==> src/common/soc_pkg.sv <==
/*
 * SoC shared definitions
 * PI1 bus opcodes and widths, slave map, device ids and interrupt sources
 */
package soc_pkg;

	// PI1 operations, RW swaps old and new value
	typedef enum logic [1:0] {
		PI1_NOP = 2'd0,
		PI1_WR  = 2'd1,
		PI1_RD  = 2'd2,
		PI1_RW  = 2'd3
	} pi1_op_t;

	// Router side is 64 bits wide, peripherals are 32 bits wide
	localparam int XARCH_W    = 64;
	localparam int ARCH_W     = 32;
	localparam int ADDR_W     = 16;
	localparam int PER_ADDR_W = 8;

	typedef logic [XARCH_W-1:0]     xdata_t;
	typedef logic [XARCH_W/8-1:0]   xsel_t;
	typedef logic [ARCH_W-1:0]      data_t;
	typedef logic [ARCH_W/8-1:0]    sel_t;
	typedef logic [ADDR_W-1:0]      xaddr_t;
	typedef logic [PER_ADDR_W-1:0]  paddr_t;

	// Slave windows in address order
	localparam int S_DEVTBL    = 0;
	localparam int S_GPIO      = 1;
	localparam int S_INTCTRL   = 2;
	localparam int SLAVE_COUNT = 3;
	localparam int S_INVALID   = SLAVE_COUNT;

	typedef logic [1:0] slave_idx_t;

	// Window sizes in 64-bit words, bases follow as running sums
	localparam int unsigned MAPSZ [SLAVE_COUNT] = '{16, 8, 8};

	// Ids reported through the device table
	localparam int unsigned DEV_ID [SLAVE_COUNT] = '{7, 6, 3};

	// Interrupt sources, lower index wins
	localparam int INT_SRC_GPIO  = 0;
	localparam int INT_SRC_EXT   = 1;
	localparam int INT_SRC_COUNT = 2;

	typedef enum logic {
		INT_IDLE,
		INT_WAIT_ACK
	} int_state_t;

endpackage
==> src/hw/soc_top.sv <==
/*
 * SoC peripheral subsystem top level
 * Reset sequencer, PI1 router with per-slave downconverters,
 * device table, GPIO and interrupt controller
 */
`timescale 1ns/1ps

module soc_top #(
	parameter int RST_CNTR_BITSZ = 4,
	parameter int GPIO_COUNT     = 8
) (
	input  logic                    clk_2x_w,
	input  logic                    rst_p,
	input  soc_pkg::pi1_op_t        pi1_op_i,
	input  soc_pkg::xaddr_t         pi1_addr_i,
	input  soc_pkg::xdata_t         pi1_data_i,
	input  soc_pkg::xsel_t          pi1_sel_i,
	output soc_pkg::xdata_t         pi1_data_o,
	output logic                    pi1_rdy_o,
	input  logic [GPIO_COUNT-1:0]   gp_i,
	output logic [GPIO_COUNT-1:0]   gp_o,
	input  logic                    ext_irq_i,
	output logic                    ext_irq_rdy_o,
	output logic                    irq_o,
	input  logic                    irq_ack_i,
	output logic                    sys_rst_o
);
	import soc_pkg::*;

	logic rst0_w;
	logic rst1_w;
	logic gpio_intrqst_w;
	logic gpio_intrdy_w;

	// Router side, one entry per slave window
	slave_idx_t slave_idx_w;
	pi1_op_t    s_op_w     [SLAVE_COUNT];
	xaddr_t     s_offset_w [SLAVE_COUNT];
	xdata_t     s_wdata_w  [SLAVE_COUNT];
	xsel_t      s_sel_w    [SLAVE_COUNT];
	xdata_t     s_rdata_w  [SLAVE_COUNT];
	logic       s_rdy_w    [SLAVE_COUNT];

	// Peripheral side after narrowing
	pi1_op_t    p_op_w    [SLAVE_COUNT];
	paddr_t     p_addr_w  [SLAVE_COUNT];
	data_t      p_wdata_w [SLAVE_COUNT];
	sel_t       p_sel_w   [SLAVE_COUNT];
	data_t      p_rdata_w [SLAVE_COUNT];
	logic       p_rdy_w   [SLAVE_COUNT];

	reset_seq #(
		.RST_CNTR_BITSZ (RST_CNTR_BITSZ)
	) u_reset_seq (
		.clk_2x_w  (clk_2x_w),
		.rst_p     (rst_p),
		.rst0_i    (rst0_w),
		.rst1_i    (rst1_w),
		.sys_rst_o (sys_rst_o)
	);

	perint_decoder u_decoder (
		.pi1_op_i    (pi1_op_i),
		.pi1_addr_i  (pi1_addr_i),
		.pi1_data_i  (pi1_data_i),
		.pi1_sel_i   (pi1_sel_i),
		.s_op_o      (s_op_w),
		.s_offset_o  (s_offset_w),
		.s_data_o    (s_wdata_w),
		.s_sel_o     (s_sel_w),
		.slave_idx_o (slave_idx_w)
	);

	for (genvar i = 0; i < SLAVE_COUNT; i++) begin : g_dnconv
		pi1_downconverter u_dnconv (
			.m_op_i     (s_op_w[i]),
			.m_offset_i (s_offset_w[i]),
			.m_data_i   (s_wdata_w[i]),
			.m_sel_i    (s_sel_w[i]),
			.m_data_o   (s_rdata_w[i]),
			.m_rdy_o    (s_rdy_w[i]),
			.p_op_o     (p_op_w[i]),
			.p_addr_o   (p_addr_w[i]),
			.p_data_o   (p_wdata_w[i]),
			.p_sel_o    (p_sel_w[i]),
			.p_data_i   (p_rdata_w[i]),
			.p_rdy_i    (p_rdy_w[i])
		);
	end

	perint_resp_mux u_resp_mux (
		.clk_2x_w    (clk_2x_w),
		.sys_rst_i   (sys_rst_o),
		.op_i        (pi1_op_i),
		.slave_idx_i (slave_idx_w),
		.s_data_i    (s_rdata_w),
		.s_rdy_i     (s_rdy_w),
		.pi1_data_o  (pi1_data_o),
		.pi1_rdy_o   (pi1_rdy_o)
	);

	devtbl u_devtbl (
		.clk_2x_w  (clk_2x_w),
		.sys_rst_i (sys_rst_o),
		.op_i      (p_op_w[S_DEVTBL]),
		.addr_i    (p_addr_w[S_DEVTBL]),
		.data_i    (p_wdata_w[S_DEVTBL]),
		.sel_i     (p_sel_w[S_DEVTBL]),
		.data_o    (p_rdata_w[S_DEVTBL]),
		.rdy_o     (p_rdy_w[S_DEVTBL]),
		.rst0_o    (rst0_w),
		.rst1_o    (rst1_w)
	);

	gpio #(
		.GPIO_COUNT (GPIO_COUNT)
	) u_gpio (
		.clk_2x_w  (clk_2x_w),
		.sys_rst_i (sys_rst_o),
		.op_i      (p_op_w[S_GPIO]),
		.addr_i    (p_addr_w[S_GPIO]),
		.data_i    (p_wdata_w[S_GPIO]),
		.sel_i     (p_sel_w[S_GPIO]),
		.data_o    (p_rdata_w[S_GPIO]),
		.rdy_o     (p_rdy_w[S_GPIO]),
		.gp_i      (gp_i),
		.gp_o      (gp_o),
		.intrqst_o (gpio_intrqst_w),
		.intrdy_i  (gpio_intrdy_w)
	);

	intctrl u_intctrl (
		.clk_2x_w       (clk_2x_w),
		.sys_rst_i      (sys_rst_o),
		.op_i           (p_op_w[S_INTCTRL]),
		.addr_i         (p_addr_w[S_INTCTRL]),
		.data_i         (p_wdata_w[S_INTCTRL]),
		.sel_i          (p_sel_w[S_INTCTRL]),
		.data_o         (p_rdata_w[S_INTCTRL]),
		.rdy_o          (p_rdy_w[S_INTCTRL]),
		.gpio_intrqst_i (gpio_intrqst_w),
		.gpio_intrdy_o  (gpio_intrdy_w),
		.ext_irq_i      (ext_irq_i),
		.ext_irq_rdy_o  (ext_irq_rdy_o),
		.irq_ack_i      (irq_ack_i),
		.irq_o          (irq_o)
	);

endmodule

==> src/hw/intctrl.sv <==
/*
 * Interrupt controller
 * Picks the lowest pending source, raises irq_o to the single
 * destination and returns the acknowledge to that source
 */
`timescale 1ns/1ps

module intctrl (
	input  logic             clk_2x_w,
	input  logic             sys_rst_i,
	input  soc_pkg::pi1_op_t op_i,
	input  soc_pkg::paddr_t  addr_i,
	input  soc_pkg::data_t   data_i,
	input  soc_pkg::sel_t    sel_i,
	output soc_pkg::data_t   data_o,
	output logic             rdy_o,
	input  logic             gpio_intrqst_i,
	output logic             gpio_intrdy_o,
	input  logic             ext_irq_i,
	output logic             ext_irq_rdy_o,
	input  logic             irq_ack_i,
	output logic             irq_o
);
	import soc_pkg::*;

	localparam int SRC_W = $clog2(INT_SRC_COUNT);

	int_state_t               state_q;
	logic [SRC_W-1:0]         src_q;
	logic [SRC_W-1:0]         low_src;
	logic [INT_SRC_COUNT-1:0] pending;
	logic [INT_SRC_COUNT-1:0] ack_q;
	logic                     busy_q;
	logic                     accept;

	assign pending = {ext_irq_i, gpio_intrqst_i};
	assign accept  = (op_i != PI1_NOP) && rdy_o;
	assign rdy_o   = !busy_q;
	assign irq_o   = (state_q == INT_WAIT_ACK);

	assign gpio_intrdy_o = ack_q[INT_SRC_GPIO];
	assign ext_irq_rdy_o = ack_q[INT_SRC_EXT];

	// Source being acknowledged still shows its request this cycle
	always_comb begin
		low_src = '0;
		for (int i = INT_SRC_COUNT - 1; i >= 0; i--) begin
			if (pending[i] && !ack_q[i]) begin
				low_src = SRC_W'(i);
			end
		end
	end

	always_ff @(posedge clk_2x_w) begin
		if (sys_rst_i) begin
			state_q <= INT_IDLE;
			src_q   <= '0;
			ack_q   <= '0;
			busy_q  <= 1'b0;
		end else begin
			busy_q <= accept;
			ack_q  <= '0;
			case (state_q)
				INT_IDLE: begin
					if (|(pending & ~ack_q)) begin
						src_q   <= low_src;
						state_q <= INT_WAIT_ACK;
					end
				end
				INT_WAIT_ACK: begin
					if (irq_ack_i) begin
						ack_q[src_q] <= 1'b1;
						state_q      <= INT_IDLE;
					end
				end
				default: state_q <= INT_IDLE;
			endcase
		end
	end

	// Read only, write data and strobes have nothing to land in
	always_ff @(posedge clk_2x_w) begin
		if (accept && op_i != PI1_WR) begin
			case (addr_i)
				paddr_t'(0): data_o <= data_t'(src_q);
				paddr_t'(1): data_o <= data_t'(pending);
				default:     data_o <= '0;
			endcase
		end
	end

endmodule

==> src/hw/gpio.sv <==
/*
 * GPIO block
 * Synchronized inputs, byte-writable outputs and an interrupt
 * on any change of a masked input
 */
`timescale 1ns/1ps

module gpio #(
	parameter int GPIO_COUNT = 8
) (
	input  logic                  clk_2x_w,
	input  logic                  sys_rst_i,
	input  soc_pkg::pi1_op_t      op_i,
	input  soc_pkg::paddr_t       addr_i,
	input  soc_pkg::data_t        data_i,
	input  soc_pkg::sel_t         sel_i,
	output soc_pkg::data_t        data_o,
	output logic                  rdy_o,
	input  logic [GPIO_COUNT-1:0] gp_i,
	output logic [GPIO_COUNT-1:0] gp_o,
	output logic                  intrqst_o,
	input  logic                  intrdy_i
);
	import soc_pkg::*;

	logic [GPIO_COUNT-1:0] sync1_q;
	logic [GPIO_COUNT-1:0] sync2_q;
	logic [GPIO_COUNT-1:0] prev_q;
	logic [GPIO_COUNT-1:0] mask_q;
	logic                  busy_q;
	logic                  accept;
	logic                  wr;
	data_t                 rd_data;

	assign accept = (op_i != PI1_NOP) && rdy_o;
	assign wr     = accept && op_i != PI1_RD;
	assign rdy_o  = !busy_q;

	// Two flops against metastability, one more to spot edges
	always_ff @(posedge clk_2x_w) begin
		sync1_q <= gp_i;
		sync2_q <= sync1_q;
		prev_q  <= sync2_q;
	end

	always_comb begin
		case (addr_i)
			paddr_t'(0): rd_data = data_t'(sync2_q);
			paddr_t'(1): rd_data = data_t'(gp_o);
			paddr_t'(2): rd_data = data_t'(mask_q);
			default:     rd_data = '0;
		endcase
	end

	always_ff @(posedge clk_2x_w) begin
		if (sys_rst_i) begin
			busy_q    <= 1'b0;
			gp_o      <= '0;
			mask_q    <= '0;
			intrqst_o <= 1'b0;
		end else begin
			busy_q <= accept;
			for (int b = 0; b < GPIO_COUNT; b++) begin
				if (wr && sel_i[b/8] && addr_i == paddr_t'(1)) begin
					gp_o[b] <= data_i[b];
				end
				if (wr && sel_i[b/8] && addr_i == paddr_t'(2)) begin
					mask_q[b] <= data_i[b];
				end
			end
			// A fresh change wins over the acknowledge
			if (|((sync2_q ^ prev_q) & mask_q)) begin
				intrqst_o <= 1'b1;
			end else if (intrdy_i) begin
				intrqst_o <= 1'b0;
			end
		end
	end

	always_ff @(posedge clk_2x_w) begin
		if (accept && op_i != PI1_WR) begin
			data_o <= rd_data;
		end
	end

endmodule

==> src/hw/devtbl.sv <==
/*
 * Device table
 * Reports slave count, device ids and window sizes,
 * and holds the software reset bits
 */
`timescale 1ns/1ps

module devtbl (
	input  logic             clk_2x_w,
	input  logic             sys_rst_i,
	input  soc_pkg::pi1_op_t op_i,
	input  soc_pkg::paddr_t  addr_i,
	input  soc_pkg::data_t   data_i,
	input  soc_pkg::sel_t    sel_i,
	output soc_pkg::data_t   data_o,
	output logic             rdy_o,
	output logic             rst0_o,
	output logic             rst1_o
);
	import soc_pkg::*;

	logic  busy_q;
	logic  accept;
	data_t rd_data;

	assign accept = (op_i != PI1_NOP) && rdy_o;
	assign rdy_o  = !busy_q;

	always_comb begin
		rd_data = '0;
		if (addr_i == paddr_t'(0)) begin
			rd_data = {{(ARCH_W-2){1'b0}}, rst1_o, rst0_o};
		end else if (addr_i == paddr_t'(1)) begin
			rd_data = data_t'(SLAVE_COUNT);
		end
		// Two words per slave, id then size in bytes
		for (int i = 0; i < SLAVE_COUNT; i++) begin
			if (addr_i == paddr_t'(2 + 2 * i)) begin
				rd_data = data_t'(DEV_ID[i]);
			end
			if (addr_i == paddr_t'(3 + 2 * i)) begin
				rd_data = data_t'(MAPSZ[i] * 8);
			end
		end
	end

	always_ff @(posedge clk_2x_w) begin
		if (sys_rst_i) begin
			busy_q <= 1'b0;
			rst0_o <= 1'b0;
			rst1_o <= 1'b0;
		end else begin
			busy_q <= accept;
			if (accept && op_i != PI1_RD && addr_i == paddr_t'(0) && sel_i[0]) begin
				rst0_o <= data_i[0];
				rst1_o <= data_i[1];
			end
		end
	end

	always_ff @(posedge clk_2x_w) begin
		if (accept && op_i != PI1_WR) begin
			data_o <= rd_data;
		end
	end

endmodule

==> src/hw/reset_seq.sv <==
/*
 * Reset sequencer
 * Stretches the board reset, reloads on software warm reset and
 * latches software power-off until the next board reset
 */
`timescale 1ns/1ps

module reset_seq #(
	parameter int RST_CNTR_BITSZ = 4
) (
	input  logic clk_2x_w,
	input  logic rst_p,
	input  logic rst0_i,
	input  logic rst1_i,
	output logic sys_rst_o
);
	logic [RST_CNTR_BITSZ-1:0] cntr_q;
	logic                      pwroff_q;
	logic                      sw_warm;
	logic                      sw_pwroff;

	// rst1 set means warm reset, with or without rst0
	assign sw_warm   = rst1_i;
	assign sw_pwroff = rst0_i && !rst1_i;

	always_ff @(posedge clk_2x_w) begin
		if (rst_p || sw_warm) begin
			cntr_q <= '1;
		end else if (cntr_q != '0) begin
			cntr_q <= cntr_q - 1'b1;
		end
	end

	// Only the board reset brings the system back from power-off
	always_ff @(posedge clk_2x_w) begin
		if (rst_p) begin
			pwroff_q <= 1'b0;
		end else if (sw_pwroff) begin
			pwroff_q <= 1'b1;
		end
	end

	assign sys_rst_o = (cntr_q != '0) || pwroff_q;

endmodule

==> src/perint/perint_resp_mux.sv <==
/*
 * PerInt response multiplexer
 * Remembers which slave took the last request and returns its
 * ready and data, stands in for the invalid device itself
 */
`timescale 1ns/1ps

module perint_resp_mux (
	input  logic                clk_2x_w,
	input  logic                sys_rst_i,
	input  soc_pkg::pi1_op_t    op_i,
	input  soc_pkg::slave_idx_t slave_idx_i,
	input  soc_pkg::xdata_t     s_data_i [soc_pkg::SLAVE_COUNT],
	input  logic                s_rdy_i  [soc_pkg::SLAVE_COUNT],
	output soc_pkg::xdata_t     pi1_data_o,
	output logic                pi1_rdy_o
);
	import soc_pkg::*;

	slave_idx_t rdy_idx_q;
	slave_idx_t data_idx_q;
	logic       inv_busy_q;
	logic       accept;

	assign accept = (op_i != PI1_NOP) && pi1_rdy_o;

	// Invalid device falls through as default, data zero
	always_comb begin
		pi1_rdy_o  = !inv_busy_q;
		pi1_data_o = '0;
		for (int i = 0; i < SLAVE_COUNT; i++) begin
			if (rdy_idx_q == slave_idx_t'(i)) begin
				pi1_rdy_o = s_rdy_i[i];
			end
			if (data_idx_q == slave_idx_t'(i)) begin
				pi1_data_o = s_data_i[i];
			end
		end
	end

	// Writes leave the data source alone so the last read value stays
	always_ff @(posedge clk_2x_w) begin
		if (sys_rst_i) begin
			rdy_idx_q  <= slave_idx_t'(S_INVALID);
			data_idx_q <= slave_idx_t'(S_INVALID);
			inv_busy_q <= 1'b0;
		end else begin
			inv_busy_q <= accept && (slave_idx_i == slave_idx_t'(S_INVALID));
			if (accept) begin
				rdy_idx_q <= slave_idx_i;
			end
			if (accept && op_i != PI1_WR) begin
				data_idx_q <= slave_idx_i;
			end
		end
	end

endmodule

==> src/perint/pi1_downconverter.sv <==
/*
 * PI1 downconverter
 * Narrows a 64-bit slave request to one 32-bit peripheral word
 * and spreads the peripheral response over both halves
 */
`timescale 1ns/1ps

module pi1_downconverter (
	input  soc_pkg::pi1_op_t m_op_i,
	input  soc_pkg::xaddr_t  m_offset_i,
	input  soc_pkg::xdata_t  m_data_i,
	input  soc_pkg::xsel_t   m_sel_i,
	output soc_pkg::xdata_t  m_data_o,
	output logic             m_rdy_o,
	output soc_pkg::pi1_op_t p_op_o,
	output soc_pkg::paddr_t  p_addr_o,
	output soc_pkg::data_t   p_data_o,
	output soc_pkg::sel_t    p_sel_o,
	input  soc_pkg::data_t   p_data_i,
	input  logic             p_rdy_i
);
	import soc_pkg::*;

	logic upper;

	// Any strobe in the upper four bytes targets the odd word
	assign upper = |m_sel_i[XARCH_W/8-1:ARCH_W/8];

	assign p_op_o   = m_op_i;
	assign p_addr_o = {m_offset_i[PER_ADDR_W-2:0], upper};

	always_comb begin
		if (upper) begin
			p_data_o = m_data_i[XARCH_W-1:ARCH_W];
			p_sel_o  = m_sel_i[XARCH_W/8-1:ARCH_W/8];
		end else begin
			p_data_o = m_data_i[ARCH_W-1:0];
			p_sel_o  = m_sel_i[ARCH_W/8-1:0];
		end
	end

	// Master picks whichever half it asked for
	assign m_data_o = {p_data_i, p_data_i};
	assign m_rdy_o  = p_rdy_i;

endmodule

==> src/perint/perint_decoder.sv <==
/*
 * PerInt address decoder
 * Maps a router address onto a slave window and its offset,
 * and sends the operation to the hit slave only
 */
`timescale 1ns/1ps

module perint_decoder (
	input  soc_pkg::pi1_op_t    pi1_op_i,
	input  soc_pkg::xaddr_t     pi1_addr_i,
	input  soc_pkg::xdata_t     pi1_data_i,
	input  soc_pkg::xsel_t      pi1_sel_i,
	output soc_pkg::pi1_op_t    s_op_o     [soc_pkg::SLAVE_COUNT],
	output soc_pkg::xaddr_t     s_offset_o [soc_pkg::SLAVE_COUNT],
	output soc_pkg::xdata_t     s_data_o   [soc_pkg::SLAVE_COUNT],
	output soc_pkg::xsel_t      s_sel_o    [soc_pkg::SLAVE_COUNT],
	output soc_pkg::slave_idx_t slave_idx_o
);
	import soc_pkg::*;

	xaddr_t hit_base;

	// Windows sit back to back from address 0
	always_comb begin
		xaddr_t base;
		xaddr_t limit;
		base        = '0;
		hit_base    = '0;
		slave_idx_o = slave_idx_t'(S_INVALID);
		for (int i = 0; i < SLAVE_COUNT; i++) begin
			limit = base + xaddr_t'(MAPSZ[i]);
			if (pi1_addr_i >= base && pi1_addr_i < limit) begin
				slave_idx_o = slave_idx_t'(i);
				hit_base    = base;
			end
			base = limit;
		end
	end

	always_comb begin
		for (int i = 0; i < SLAVE_COUNT; i++) begin
			s_op_o[i]     = (slave_idx_o == slave_idx_t'(i)) ? pi1_op_i : PI1_NOP;
			s_offset_o[i] = pi1_addr_i - hit_base;
			s_data_o[i]   = pi1_data_i;
			s_sel_o[i]    = pi1_sel_i;
		end
	end

endmodule

==> config.mk <==
export PLATFORM = sky130hd
export DESIGN_NAME = soc_top
export DESIGN_NICKNAME = d
export VERILOG_FILES = /design/src/common/soc_pkg.sv /design/src/hw/soc_top.sv /design/src/hw/intctrl.sv /design/src/hw/gpio.sv /design/src/hw/devtbl.sv /design/src/hw/reset_seq.sv /design/src/perint/perint_resp_mux.sv /design/src/perint/pi1_downconverter.sv /design/src/perint/perint_decoder.sv
export SDC_FILE = /design/constraint.sdc
export NUM_CORES = 1
export LEC_CHECK = 0
export ABC_AREA = 1
export ABC_CLOCK_PERIOD_IN_PS = 2200
export BUFFER_PORTS_ARGS = -buffer_cell sky130_fd_sc_hd__buf_2
export CAP_MARGIN = 20
export CELL_PAD_IN_SITES_DETAIL_PLACEMENT = 1
export CELL_PAD_IN_SITES_GLOBAL_PLACEMENT = 1
export CORE_ASPECT_RATIO = 0.75
export CORE_MARGIN = 5
export CORE_UTILIZATION = 30
export CTS_BUF_LIST = sky130_fd_sc_hd__clkbuf_8
export CTS_CLUSTER_SIZE = 20
export DETAILED_ROUTE_END_ITERATION = 8
export PLACE_DENSITY = 0.84
export SLEW_MARGIN = 30
export SYNTH_ARGS = -nofsm -noshare
export SYNTH_HDL_FRONTEND = slang
export SYNTH_SLANG_ARGS = --single-unit
==> constraint.sdc <==
create_clock -name clk_2x_w -period 2.2 [get_ports clk_2x_w]
set_input_delay 0.44 -clock clk_2x_w [delete_from_list [all_inputs] [get_ports clk_2x_w]]
set_output_delay 0.44 -clock clk_2x_w [all_outputs]
set_load 0.005 [all_outputs]
Yosys cells after proc, flatten, opt, wreduce, memory -nomap -nowiden
Cells that the tools add are included.
W data, S select, Z words.

storage, ports and cells
  register bits after elaboration = 156
  input bits = 102
  output and inout port bits = 76
  word-level logic and storage cells = 145

operators by class
  $add $sub $neg = 2
  order comparisons = 8
  equality and inequality tests = 20
  muxes and demuxes = 34
  bitwise operators = 6
  reductions and logical operators = 50

operator list
  operator               count
  $mux W64               3
  $eq A8 B3 Y1 const B   4
  $ge A16 B5 Y1 const B  2
  $lt A16 B5 Y1 const B  2
  $mux W8                3
  $pmux W8 S3            1
  $logic_and A1 B1 Y1    23
  $mux W7                3
  $eq A8 B2 Y1 const B   2
  $ge A16 B1 Y1 const B  1
  $lt A16 B6 Y1 const B  1
  $mux W2                8
  $mux W1                11
  $mux W5                2
  $reduce_bool A2 Y1     5
  $and A8 B8 Y8          1
  $eq A2 B2 Y1 const B   4
  $eq A8 B1 Y1 const B   1
  $logic_not A8 Y1       1
  $ne A2 B1 Y1 const B   4
  $reduce_or A4 Y1       2
  $reduce_or A8 Y1       1
  $xor A8 B8 Y8          1
  $logic_not A1 Y1       7
  other kinds (19)       27

Longest topological paths before layout
Gate-level depths: netlist of run 1.

  depth in word-level cells = 13
  depth in mapped cells = 16
  depth with buffers taken out = 16

Cells and area by module
Synthesis of run 1 repeated with hierarchy kept, for this count alone.

unflattened totals
  cell total of the unflattened synthesis = 1,677
  area, all modules = 10,725.3 um2

modules (own cells, without submodules)
  module             instances  cells an instance  area each (um2)  seq. area each (um2)
  pi1_downconverter  3          195                1,126.1          0.0
  perint_decoder     1          330                2,333.5          0.0
  gpio               1          252                2,140.8          1,081.0
  perint_resp_mux    1          313                1,420.1          100.1
  devtbl             1          81                 629.4            210.2
  intctrl            1          83                 571.8            160.2
  reset_seq          1          33                 251.5            100.1

Worst setup path after synthesis of run 1
Ideal clock, no wire load.

  path kind = input-to-reg
  start = input port pi1_addr_i[15]
  end = register u_gpio.mask_q[3]
  setup time = 115 ps
  arrival time = 2,195 ps
  required time = 2,085 ps
  slack = -110 ps
  stages = 15
  path buffers = 1
  cells stage by stage = nor2_1 -> nand2_1 -> nor2_2 -> and2_1 -> nand3_1 -> inv_1 -> ha_1 -> inv_1 -> o21ai_1 -> nand3b_4 -> nor3_4 -> buf_6 -> nand3_1 -> nand2_1 -> nor2_1

between the ends
  longest elaborated chain between the ends = 12
  elaborated cells between the ends (all ways) = 24
  those cells by class = 1 x add/sub; 6 x order compare; 3 x eq/ne; 6 x mux; 8 x reduce/logical

RTL lines
  item                                                                    RTL line       source
  from (decl)                                                             soc_top.sv:15  input soc_pkg::xaddr_t pi1_addr_i,
  parallel branches: the longest is 11 deep, another holds $ge A16 B5 Y1  --
  $logic_and A1 B1 Y1 *                                                   gpio.sv:67     if (wr && sel_i[b/8] && addr_i == paddr_t'(2)) begin
  to (signal, indexed assignment)                                         gpio.sv:68     mask_q[b] <= data_i[b];
  to (decl)                                                               gpio.sv:29     logic [GPIO_COUNT-1:0] mask_q;

Mark *: on every way between the ends.
A chain may end at the register's enable or synchronous reset.

Final worst setup path of run 1
  start = register u_reset_seq.cntr_q[0]
  end = output port sys_rst_o

between the ends
  longest elaborated chain between the ends = 2

RTL lines
  item                    RTL line         source
  from (decl)             reset_seq.sv:17  logic [RST_CNTR_BITSZ-1:0] cntr_q;
  from (signal assigned)  reset_seq.sv:30  cntr_q <= cntr_q - 1'b1;
  $reduce_bool A4 Y1      reset_seq.sv:43  assign sys_rst_o = (cntr_q != '0) || pwroff_q;
  $logic_or A1 B1 Y1      reset_seq.sv:43
  to (decl)               soc_top.sv:26    output logic sys_rst_o

Every way passes these cells.

==> results.py, run 1 <==
metrics = {
    "run_status": {
        "outcome": "finished, final reports clean",
    },
    "layout": {
        "syn2layout_area_growth_pct": 16.56,
        "design_area_sq_mm": 0.004342,
        "fin_nets": 657,
        "fill_cells": 1535,
        "multi_input_area_sq_mm": 0.001590,
        "n_antenna_cell": 0,
        "register_area_sq_mm": 0.001652,
        "drive_above_1_share_pct": 26.26,
    },
    "sta": {
        "hold_violations": 0,
        "grt_setup_unrepaired": "false",
        "fin_crit_ns": 2.029,
        "worstMarginPinSlew_ns": 0.5026,
        "setup_violations": 0,
        "clock.fmax_ghz": 0.4928,
        "timing.setup.tns_ns": 0,
        "post-route-period-util_pct": 92.23,
        "drv_slew": 0,
        "max_slew_margin_pct": 66.14,
        "fin_worst_skew_ns": 0.01348,
        "fin_hold_ws_ns": 0.1834,
    },
    "global_routing": {
        "grt-ovfl-total": 0,
        "grt_pass1_vias": 3295,
        "grt_max_degree": 25,
        "antenna_found_initial": 1,
        "grt_pass1_wl_microns": 16280,
        "grt_usage_pct": 13.69,
    },
    "route": {
        "dr.pass1.iters": 4,
        "drtIter0Drc": 139,
        "viasPerCell": 4.364,
        "antenna_left": 0,
        "drc": 0,
        "routed_wirelength_microns": 9837,
        "wl_per_cell_microns": 13.62,
        "vias": 3151,
    },
    "worst_setup_path": {
        "max_stage_delay_ns": 0.34,
        "cp_num_buf_inv": 2,
        "required_ns": 1.76,
        "cp_cell_sequence": "inv_1 > ha_1 > nand2_1 > nor2_2 > nand2_2 > buf_2",
        "crit_family": "simple AND/OR/NAND/NOR gates",
        "arrival_ns": 1.59,
        "slowest_stage": "dfxtp_1",
        "crit_type": "flop to output pin",
        "cp_max_fo": 6,
        "crit_cells": 6,
        "critPathLaunchType": "flop",
        "endpoint_kind": "output pin",
        "worstRegToRegCells": 9,
    },
    "yosys": {
        "synth_most_common_cell": "nand2_1",
        "mappedNetlistArea_sq_mm": 0.003725,
        "synth_flop_cell": "dfxtp_1",
        "synth_top_area_share_pct": 32.25,
        "yosysUniqueCellTypes": 33,
        "synthTopCellsByCount": "nand2_1 (89), dfxtp_1 (60), buf_4 (57), nor2_1 (47), nand3_1 (41)",
        "ys_seq_elements": 75,
        "synth.avg_cell_area_sq_um": 8.045,
        "synthCells": 463,
        "ys_warn_count": 0,
        "ys_seq_area_share_pct": 44.34,
        "synthTopCellsByArea": "dfxtp_1 (32%), edfxtp_1 (12%), buf_4 (11%), nand2_1 (9.0%), nand3_1 (5.5%)",
        "yosys.area.top_type": "dfxtp_1",
        "synth_edf_count": 15,
        "ys_async_sr_fraction_pct": 0,
    },
    "die": {
        "fp.dieArea_sq_mm": 0.01477,
        "num_rows": 35,
        "core_sq_mm": 0.01222,
        "ios": 178,
        "die-width_microns": 138.7,
        "die_y_microns": 106.5,
        "floorplan.initialDensity_pct": 30.49,
    },
    "flow_run": {
        "drv_cap": 0,
    },
    "place": {
        "dp_hpwl_microns": 8004,
        "io_buffers": 78,
        "place_area_sq_mm": 0.004153,
        "routabilityCongestion": 0.8346,
    },
    "clocking": {
        "clkLatencyLatePin_ns": 0.36,
        "path_clk_slew_ns": 0.08,
        "numCtsBuffers": 9,
        "post_cts_buffers": 0,
        "root_buffer": "clkbuf_8",
        "cts.sinks": 75,
        "cts_buffer_depth": 2,
        "htree_levels": 3,
        "cts_tree": "yes",
    },
    "min_path": {
        "holdPathStages": 1,
        "hp-class": "input pin to flop",
    },
    "power": {
        "peakVddDrop_mv": 0.2338,
        "p_leak_nw": 1.965,
        "p_per_area_mw_per_mm2": 594.0,
    },
}
==> worst reg2reg max path, delay by kind of cell, from the launching register on <==
family	cells	cell delay, ns
and+or+nand+nor	5	0.69
DFF	1	0.34
buffers and inverters	3	0.43
adders and majority gates	1	0.16
==> power breakdown <==
| part | total, mW | switching [mW] | internal [mW] |
|---|---|---|---|
| registers | 1.44 | 0.0175 | 1.42 |
| clock network | 0.978 | 0.513 | 0.465 |
| logic | 0.160 | 0.0970 | 0.0634 |
| total | 2.58 | 0.628 | 1.95 |
==> metal layers <==
layer / GRT usage (%) / up-vias / part of all wire [%]
li1: - / 1562 / -
met2: 21.69 / 98 / 45
met3: 4.137 / 14 / 7.0
met4: 4.679 / 2 / 1.6
met1: 17.87 / 1475 / 46
met5: 0 / - / 0.071
==> placed cells by master (no fill, tap or decap), drive strengths merged, types with 2 or more instances in the layout <==
cell type / n
nand2: 93
ha: 4
nand3: 41
dfxtp: 60
a21oi: 27
or2: 11
nor4: 6
a22o: 3
o21ai: 20
conb: 48
edfxtp: 15
nor3: 8
nand4: 4
xor2: 4
nor2: 51
clkinv: 2
buf: 97
clkbuf: 11
inv: 44
==> state kept, by name, summed over array words and instances (netlist names), 2 cells and up <==
register               cells
u_gpio.data_o              8
u_gpio.gp_o                8
u_gpio.mask_q              8
u_gpio.prev_q              8
u_gpio.sync1_q             8
u_gpio.sync2_q             8
u_devtbl.data_o            5
u_reset_seq.cntr_q         4
u_intctrl.ack_q            2
u_intctrl.data_o           2
u_resp_mux.data_idx_q      2
u_resp_mux.rdy_idx_q       2
==> layout make-up <==
cell class	count	area share [%]
sequential	75	38.04
multi-input combinational	326	36.63
timing repair buffer	97	12.65
tap	166	4.784
inverter	42	3.746
clock buffer	11	3.487
clock inverter	5	0.6628
==> per-stage QoR <==
stage               instances  utilization, %  setup WS (ns)  power, mW
finish                    722           35.54         0.1709      2.579
global route              722           35.54        0.02291      2.708
CTS                       722           35.48        0.06636      2.612
detailed placement        706           33.99        -0.2336      1.630
global placement          706           33.99        -0.1474      1.619
floorplan                 510               -       -0.04943      1.613
==> path summary, 6_finish.rpt <==
check                                      to                               start  slack (ns)
hold / removal      u_gpio.sync1_q[4]$_DFF_P_                             gp_i[4]        0.18
setup reg to reg  u_gpio.gp_o[0]$_SDFFE_PP0P_  u_reset_seq.cntr_q[0]$_SDFFE_PP1P_        0.52
setup / recovery                    sys_rst_o  u_reset_seq.cntr_q[0]$_SDFFE_PP1P_        0.17
hold reg to reg     u_gpio.sync2_q[0]$_DFF_P_           u_gpio.sync1_q[0]$_DFF_P_        0.33
==> repair_timing <==
action | in CTS | in global routing
setup endpoints to repair | 1 | 4
gates cloned | 0 | 0
pin swaps | 0 | 1
resized for setup | 1 | 2
hold buffers | 0 | 0
==> cell families after synthesis <==
group / after synthesis / synth area share, %
XOR/XNOR: 5 / 1.176
adder cells (fa/ha/maj): 4 / 1.344
buffers and inverters: 109 / 18.21
AO/OA/AOI/OAI: 53 / 7.625
flip-flops: 75 / 44.34
AND/OR/NAND/NOR: 216 / 27.21
other: 1 / 0.1007
(Power assumes the default switching activity.)
==> run 2: changes to the inputs <==
BUFFER_PORTS_ARGS = unset   (was -buffer_cell sky130_fd_sc_hd__buf_2)
CORE_UTILIZATION = 35   (was 30)
DONT_BUFFER_PORTS = 1   (was unset)
PLACE_DENSITY = 0.74   (was 0.84)
SLEW_MARGIN = unset   (was 30)
==> results.py, run 2 (synthesis gave the netlist of run 1 again) <==
metrics = {
    "run_status": {
        "outcome": "finished, final reports clean",
    },
    "power": {
        "pwr-share-clk_pct": 40.1,
        "p_comb_share_pct": 4.2,
        "p_seq_share_pct": 55.7,
        "peakVddDrop_mv": 0.2847,
        "total_power_mw": 2.583,
        "p_leak_nw": 1.621,
        "switchingPower_mw": 0.6073,
        "internal_power_mw": 1.976,
        "switching_share_pct": 23.51,
        "p_per_area_mw_per_mm2": 660.7,
    },
    "worst_setup_path": {
        "crit_type": "input pin to flop",
        "endpoint_kind": "flop",
        "required_ns": 2.39,
        "critPathLaunchType": "input pin",
        "arrival_ns": 2.18,
        "rrSetupSlack_ns": 0.49,
        "cp_max_fo": 10,
    },
    "die": {
        "die_y_microns": 99.34,
        "floorplan.initialDensity_pct": 36.06,
        "die-width_microns": 129.1,
        "ios": 178,
        "fp.dieArea_sq_mm": 0.01283,
        "num_rows": 32,
        "core_sq_mm": 0.01033,
    },
    "flow_run": {
        "drv_cap": 0,
    },
    "global_routing": {
        "antenna_found_initial": 0,
        "use_met2_pct": 22.29,
        "grt_busiest_layer": "met2",
        "grt_usage_pct": 14.56,
        "grt_util_met1_pct": 20.09,
        "grt_pass1_vias": 2888,
        "grt-ovfl-total": 0,
        "gr-usage-met3_pct": 4.616,
        "grt_pass1_wl_microns": 14680,
        "grt_max_degree": 25,
    },
    "route": {
        "antenna_left": 0,
        "wl_per_cell_microns": 15.00,
        "drc": 0,
        "vias": 2849,
        "dr.pass1.iters": 4,
        "drtIter0Drc": 104,
        "viasPerCell": 4.648,
        "routed_wirelength_microns": 9192,
    },
    "layout": {
        "fin_nets": 578,
        "final-instance-count-excl-fill": 613,
        "register_area_sq_mm": 0.001652,
        "multi_input_area_sq_mm": 0.001588,
        "syn2layout_area_growth_pct": 4.971,
        "drive_above_1_share_pct": 14.05,
        "fill_cells": 1280,
        "final_cell_mix": "nand2_1 (89), dfxtp_1 (60), conb_1 (48), nor2_1 (45), nand3_1 (40)",
        "layout_commonest_cell": "nand2_1",
        "utilization_pct": 37.85,
        "n_antenna_cell": 0,
    },
    "sta": {
        "post-route-period-util_pct": 90.53,
        "setup_violations": 0,
        "drv_slew": 0,
        "worstMarginPinSlew_ns": 0.5959,
        "grt_setup_unrepaired": "false",
        "max_slew_margin_pct": 59.85,
        "fin_worst_skew_ns": 0.01257,
        "timing.setup.tns_ns": 0,
        "fin_hold_ws_ns": 0.1067,
        "fin_crit_ns": 1.992,
        "clock.fmax_ghz": 0.5021,
        "hold_violations": 0,
    },
    "clocking": {
        "numCtsBuffers": 9,
        "clkLatencyLatePin_ns": 0.35,
        "path_clk_slew_ns": 0.08,
        "root_buffer": "clkbuf_8",
        "cts_tree": "yes",
        "cts.sinks": 75,
        "cts_buffer_depth": 2,
        "cts_resized": 0,
        "htree_levels": 3,
        "holdBufCountCts": 0,
        "post_cts_buffers": 0,
    },
    "place": {
        "io_buffers": 0,
        "place_inst": 597,
        "routabilityCongestion": 0.7673,
        "dp_hpwl_microns": 7422,
    },
    "min_path": {
        "hp-class": "input pin to flop",
    },
}
## run 2: cell types whose count changed in the layout (fill, tap and decap cells not counted), sizes merged
cell	before	now
inv	44	45
clkinvlp	1	0
bufinv	0	1
clkinv	2	3
buf	97	18
clkbuf	11	9
## run 2: worst max-delay path, cell delays in order
cell	delay [ns]
nor2_1	0.09
nand2_1	0.07
nor2_2	0.12
and2_4	0.16
nand3_2	0.07
inv_1	0.06
ha_1	0.14
inv_1	0.06
o21ai_2	0.15
nand3b_4	0.19
nor3_4	0.23
buf_4	0.20
nand2_1	0.07
nand3_1	0.13
## run 2: worst paths after layout
check,startpoint,end,depth (start not counted)
worst max-delay path,pi1_addr_i[15],u_gpio.data_o[2]$_DFFE_PP_,14
worst min-delay path,gp_i[2],u_gpio.sync1_q[2]$_DFF_P_,0
worst max register to register,u_reset_seq.cntr_q[0]$_SDFFE_PP1P_,u_gpio.mask_q[4]$_SDFFE_PP0P_,9
worst min register to register,u_gpio.sync1_q[6]$_DFF_P_,u_gpio.sync2_q[6]$_DFF_P_,0
## run 2: power groups by stage
stage | Sequential (mW) | Combinational (mW) | Clock (mW)
final | 1.44 | 0.109 | 1.04
after global placement | 1.47 | 0.101 | 0
after floorplan | 1.47 | 0.147 | 0
after CTS | 1.44 | 0.107 | 1.07
after global routing | 1.44 | 0.128 | 1.13
after detailed placement | 1.47 | 0.107 | 0
## run 2: area by class of cell
class / instances / share of cell area, %
multi-input cells: 326 / 40.61
repair buffers: 18 / 3.776
clock buffers: 9 / 3.168
inverters: 42 / 4.160
well taps: 136 / 4.352
flip-flops and latches: 75 / 42.24
clock inverters: 7 / 1.696
## run 2: metal layers
layer	up-vias	share of wire, %
met5	-	0
met3	6	6.9
met1	1344	48
met4	0	0.99
met2	85	45
li1	1414	-
## run 2: stage by stage
step	worst slack, ns	cell area, sq um
finish	0.2083	3910
global placement	-0.07170	3717
floorplan	-0.04943	3915
global route	0.02413	3910
CTS	0.07866	3908
detailed placement	-0.1587	3717
==> run 3: changes to the inputs <==
ABC_AREA = unset   (was 1)
PLACE_DENSITY = 0.72   (was 0.74)
==> results.py, run 3 <==
metrics = {
    "worst_setup_path": {
        "cp_num_buf_inv": 2,
        "rr_endpoint": "u_devtbl.rst1_o$_SDFFE_PP0P_",
        "arrival_ns": 2.26,
        "slowest_stage": "nor4_4",
        "worstRegToRegCells": 9,
        "rrSetupSlack_ns": 0.34,
        "cp_cell_sequence": "nor4_4 > and3_4 > nand2_4 > ha_4 > nand2b_4 > xnor2_4 > buf_6 > nor4_4 > buf_6 > and2_1 > a221o_1",
        "endpoint_kind": "flop",
        "crit_type": "input pin to flop",
        "cp_max_fo": 9,
        "max_stage_delay_ns": 0.31,
        "crit_family": "simple AND/OR/NAND/NOR gates",
        "required_ns": 2.30,
        "reg2reg_from": "u_reset_seq.cntr_q[0]$_SDFFE_PP1P_",
        "crit_cells": 11,
        "critPathLaunchType": "input pin",
    },
    "global_routing": {
        "grt_pass1_vias": 2535,
        "antenna_found_initial": 0,
        "grt_pass1_wl_microns": 13590,
        "grt-ovfl-total": 0,
        "grt_usage_pct": 14.23,
        "grt_max_degree": 24,
    },
    "run_status": {
        "outcome": "finished, final reports clean",
    },
    "power": {
        "switching_share_pct": 21.43,
        "switchingPower_mw": 0.6077,
        "pwr-share-clk_pct": 45.4,
        "total_power_mw": 2.836,
        "p_leak_nw": 1.700,
        "p_seq_share_pct": 50.7,
        "p_per_area_mw_per_mm2": 713.1,
        "peakVddDrop_mv": 0.3043,
        "internal_power_mw": 2.228,
        "p_comb_share_pct": 3.9,
    },
    "sta": {
        "timing.setup.tns_ns": 0,
        "fin_hold_ws_ns": 0.1066,
        "setup_violations": 0,
        "hold_violations": 0,
        "fin_worst_skew_ns": 0.007874,
        "worstMarginPinSlew_ns": 0.4984,
        "drv_slew": 0,
        "fin_crit_ns": 2.166,
        "grt_setup_unrepaired": "true",
        "post-route-period-util_pct": 98.46,
        "max_slew_margin_pct": 66.30,
        "clock.fmax_ghz": 0.4616,
    },
    "layout": {
        "fin_nets": 478,
        "multi_input_area_sq_mm": 0.001664,
        "register_area_sq_mm": 0.001652,
        "syn2layout_area_growth_pct": 13.46,
        "utilization_pct": 40.84,
        "n_antenna_cell": 0,
        "final_cell_mix": "dfxtp_1 (60), nand2_1 (49), conb_1 (48), mux2i_1 (25), buf_4 (17)",
        "design_area_sq_mm": 0.003976,
        "layout_commonest_cell": "dfxtp_1",
        "fill_cells": 1110,
        "drive_above_1_share_pct": 16.98,
    },
    "yosys": {
        "synthCells": 357,
        "synth_most_common_cell": "dfxtp_1",
        "synth_edf_count": 15,
        "ys_seq_elements": 75,
        "synth_flop_cell": "dfxtp_1",
        "synth.avg_cell_area_sq_um": 9.817,
        "yosysUniqueCellTypes": 41,
        "synth_top_area_share_pct": 34.27,
        "synthTopCellsByCount": "dfxtp_1 (60), buf_4 (56), nand2_1 (51), mux2i_1 (25), nor2_1 (16)",
        "ys_seq_area_share_pct": 47.13,
        "yosys.area.top_type": "dfxtp_1",
        "ys_async_sr_fraction_pct": 0,
        "ys_warn_count": 0,
        "mappedNetlistArea_sq_mm": 0.003505,
        "synthTopCellsByArea": "dfxtp_1 (34%), edfxtp_1 (13%), buf_4 (12%), mux2i_1 (7.1%), nand2_1 (5.5%)",
    },
    "clocking": {
        "cts_buffer_depth": 2,
        "path_clk_slew_ns": 0.08,
        "numCtsBuffers": 9,
        "cts.sinks": 75,
        "clkLatencyLatePin_ns": 0.35,
        "htree_levels": 3,
        "root_buffer": "clkbuf_8",
        "cts_tree": "yes",
    },
    "route": {
        "routed_wirelength_microns": 8792,
        "drc": 0,
        "antenna_left": 0,
        "viasPerCell": 4.660,
        "wl_per_cell_microns": 17.27,
        "dr.pass1.iters": 4,
        "vias": 2372,
        "drtIter0Drc": 76,
    },
    "die": {
        "floorplan.initialDensity_pct": 36.00,
        "die_y_microns": 96.66,
        "core_sq_mm": 0.009736,
        "ios": 178,
        "fp.dieArea_sq_mm": 0.01214,
        "num_rows": 31,
        "die-width_microns": 125.5,
    },
    "flow_run": {
        "drv_cap": 0,
    },
    "place": {
        "dp_hpwl_microns": 6845,
        "routabilityCongestion": 0.7761,
        "io_buffers": 0,
        "place_area_sq_mm": 0.003643,
    },
    "min_path": {
        "min_from": "gp_i[1]",
        "min_to": "u_gpio.sync1_q[1]$_DFF_P_",
        "hp-class": "input pin to flop",
        "holdPathStages": 0,
    },
}
run 3: cell types whose count changed after synthesis, moves of 10 or more:
cell	previous run	this run
inv_1	38	10
nand3_1	41	4
and2_1	1	13
or2_2	11	1
nor2_1	47	16
a21oi_1	27	6
mux2i_1	0	25
o21ai_0	19	7
clkbuf_1	0	11
nand2_1	89	51
run 3: worst max-delay path by stage:
stage	startpoint	endpoint	slack [ns]
floorplan	pi1_addr_i[5]	u_gpio.data_o[0]$_DFFE_PP_	-0.30
global placement	pi1_addr_i[5]	u_intctrl.data_o[0]$_DFFE_PP_	-0.38
detailed placement	pi1_addr_i[5]	u_intctrl.data_o[0]$_DFFE_PP_	-0.42
CTS	pi1_addr_i[8]	u_gpio.data_o[4]$_DFFE_PP_	-0.008
global route	pi1_addr_i[5]	u_gpio.gp_o[6]$_SDFFE_PP0P_	-0.03
finish	pi1_addr_i[5]	u_gpio.data_o[6]$_DFFE_PP_	0.03
run 3: metal layers:
metal	global-route usage, %	wire length (microns)	part of all wire (%)
met1	17.13	3817	43
met2	23.75	4228	48
met3	6.167	666	7.6
met4	2.833	79	0.90
met5	0	0	0
run 3: power by group through the flow:
stage               Clock (mW)  Combinational, mW  Sequential [mW]
floorplan                    0              0.148             1.47
global placement             0             0.0974             1.47
detailed placement           0              0.102             1.47
CTS                       1.32              0.103             1.44
global route              1.39              0.123             1.44
finish                    1.29              0.110             1.44
run 3: worst reg2reg max path, stage by stage, from the launching register on:
cell and delay (ns):
dfxtp_1 0.35, inv_1 0.08, ha_1 0.21, nand2b_1 0.08
nand2b_1 0.19, nor2_1 0.07, inv_1 0.23, buf_4 0.27
a21o_1 0.16, mux2i_1 0.09
run 3: logic make-up after synthesis:
group / synth area share (%)
XOR/XNOR: 2.749
multiplexers: 7.783
other: 0.1070
adder cells (fa/ha/maj): 1.428
buffers and inverters: 14.39
AO/OA/AOI/OAI: 8.069
AND/OR/NAND/NOR: 18.35
flip-flops: 47.13
run 3: stage by stage:
stage / std cells / worst slack, ns
6_report: 509 / 0.03381
4_1_cts: 506 / -0.007807
2_1_floorplan: 404 / -0.3035
5_1_grt: 509 / -0.02812
3_3_place_gp: 488 / -0.3848
3_5_place_dp: 488 / -0.4247
run 3: repair_timing:
action	in CTS	in global routing
hold buffers	0	0
setup endpoints to repair	3	28
resized for setup	0	15
pin swaps	2	5
cloned	0	2
buffers inserted	2	2
run 3: cell type report:
type                            instances  area share, %
Multi-Input combinational cell        251          41.85
Sequential cell                        75          41.54
Timing Repair Buffer                   25          5.381
Tap cell                              132          4.154
Clock buffer                            9          3.115
Clock inverter                          7          3.021
Inverter                               10         0.9440
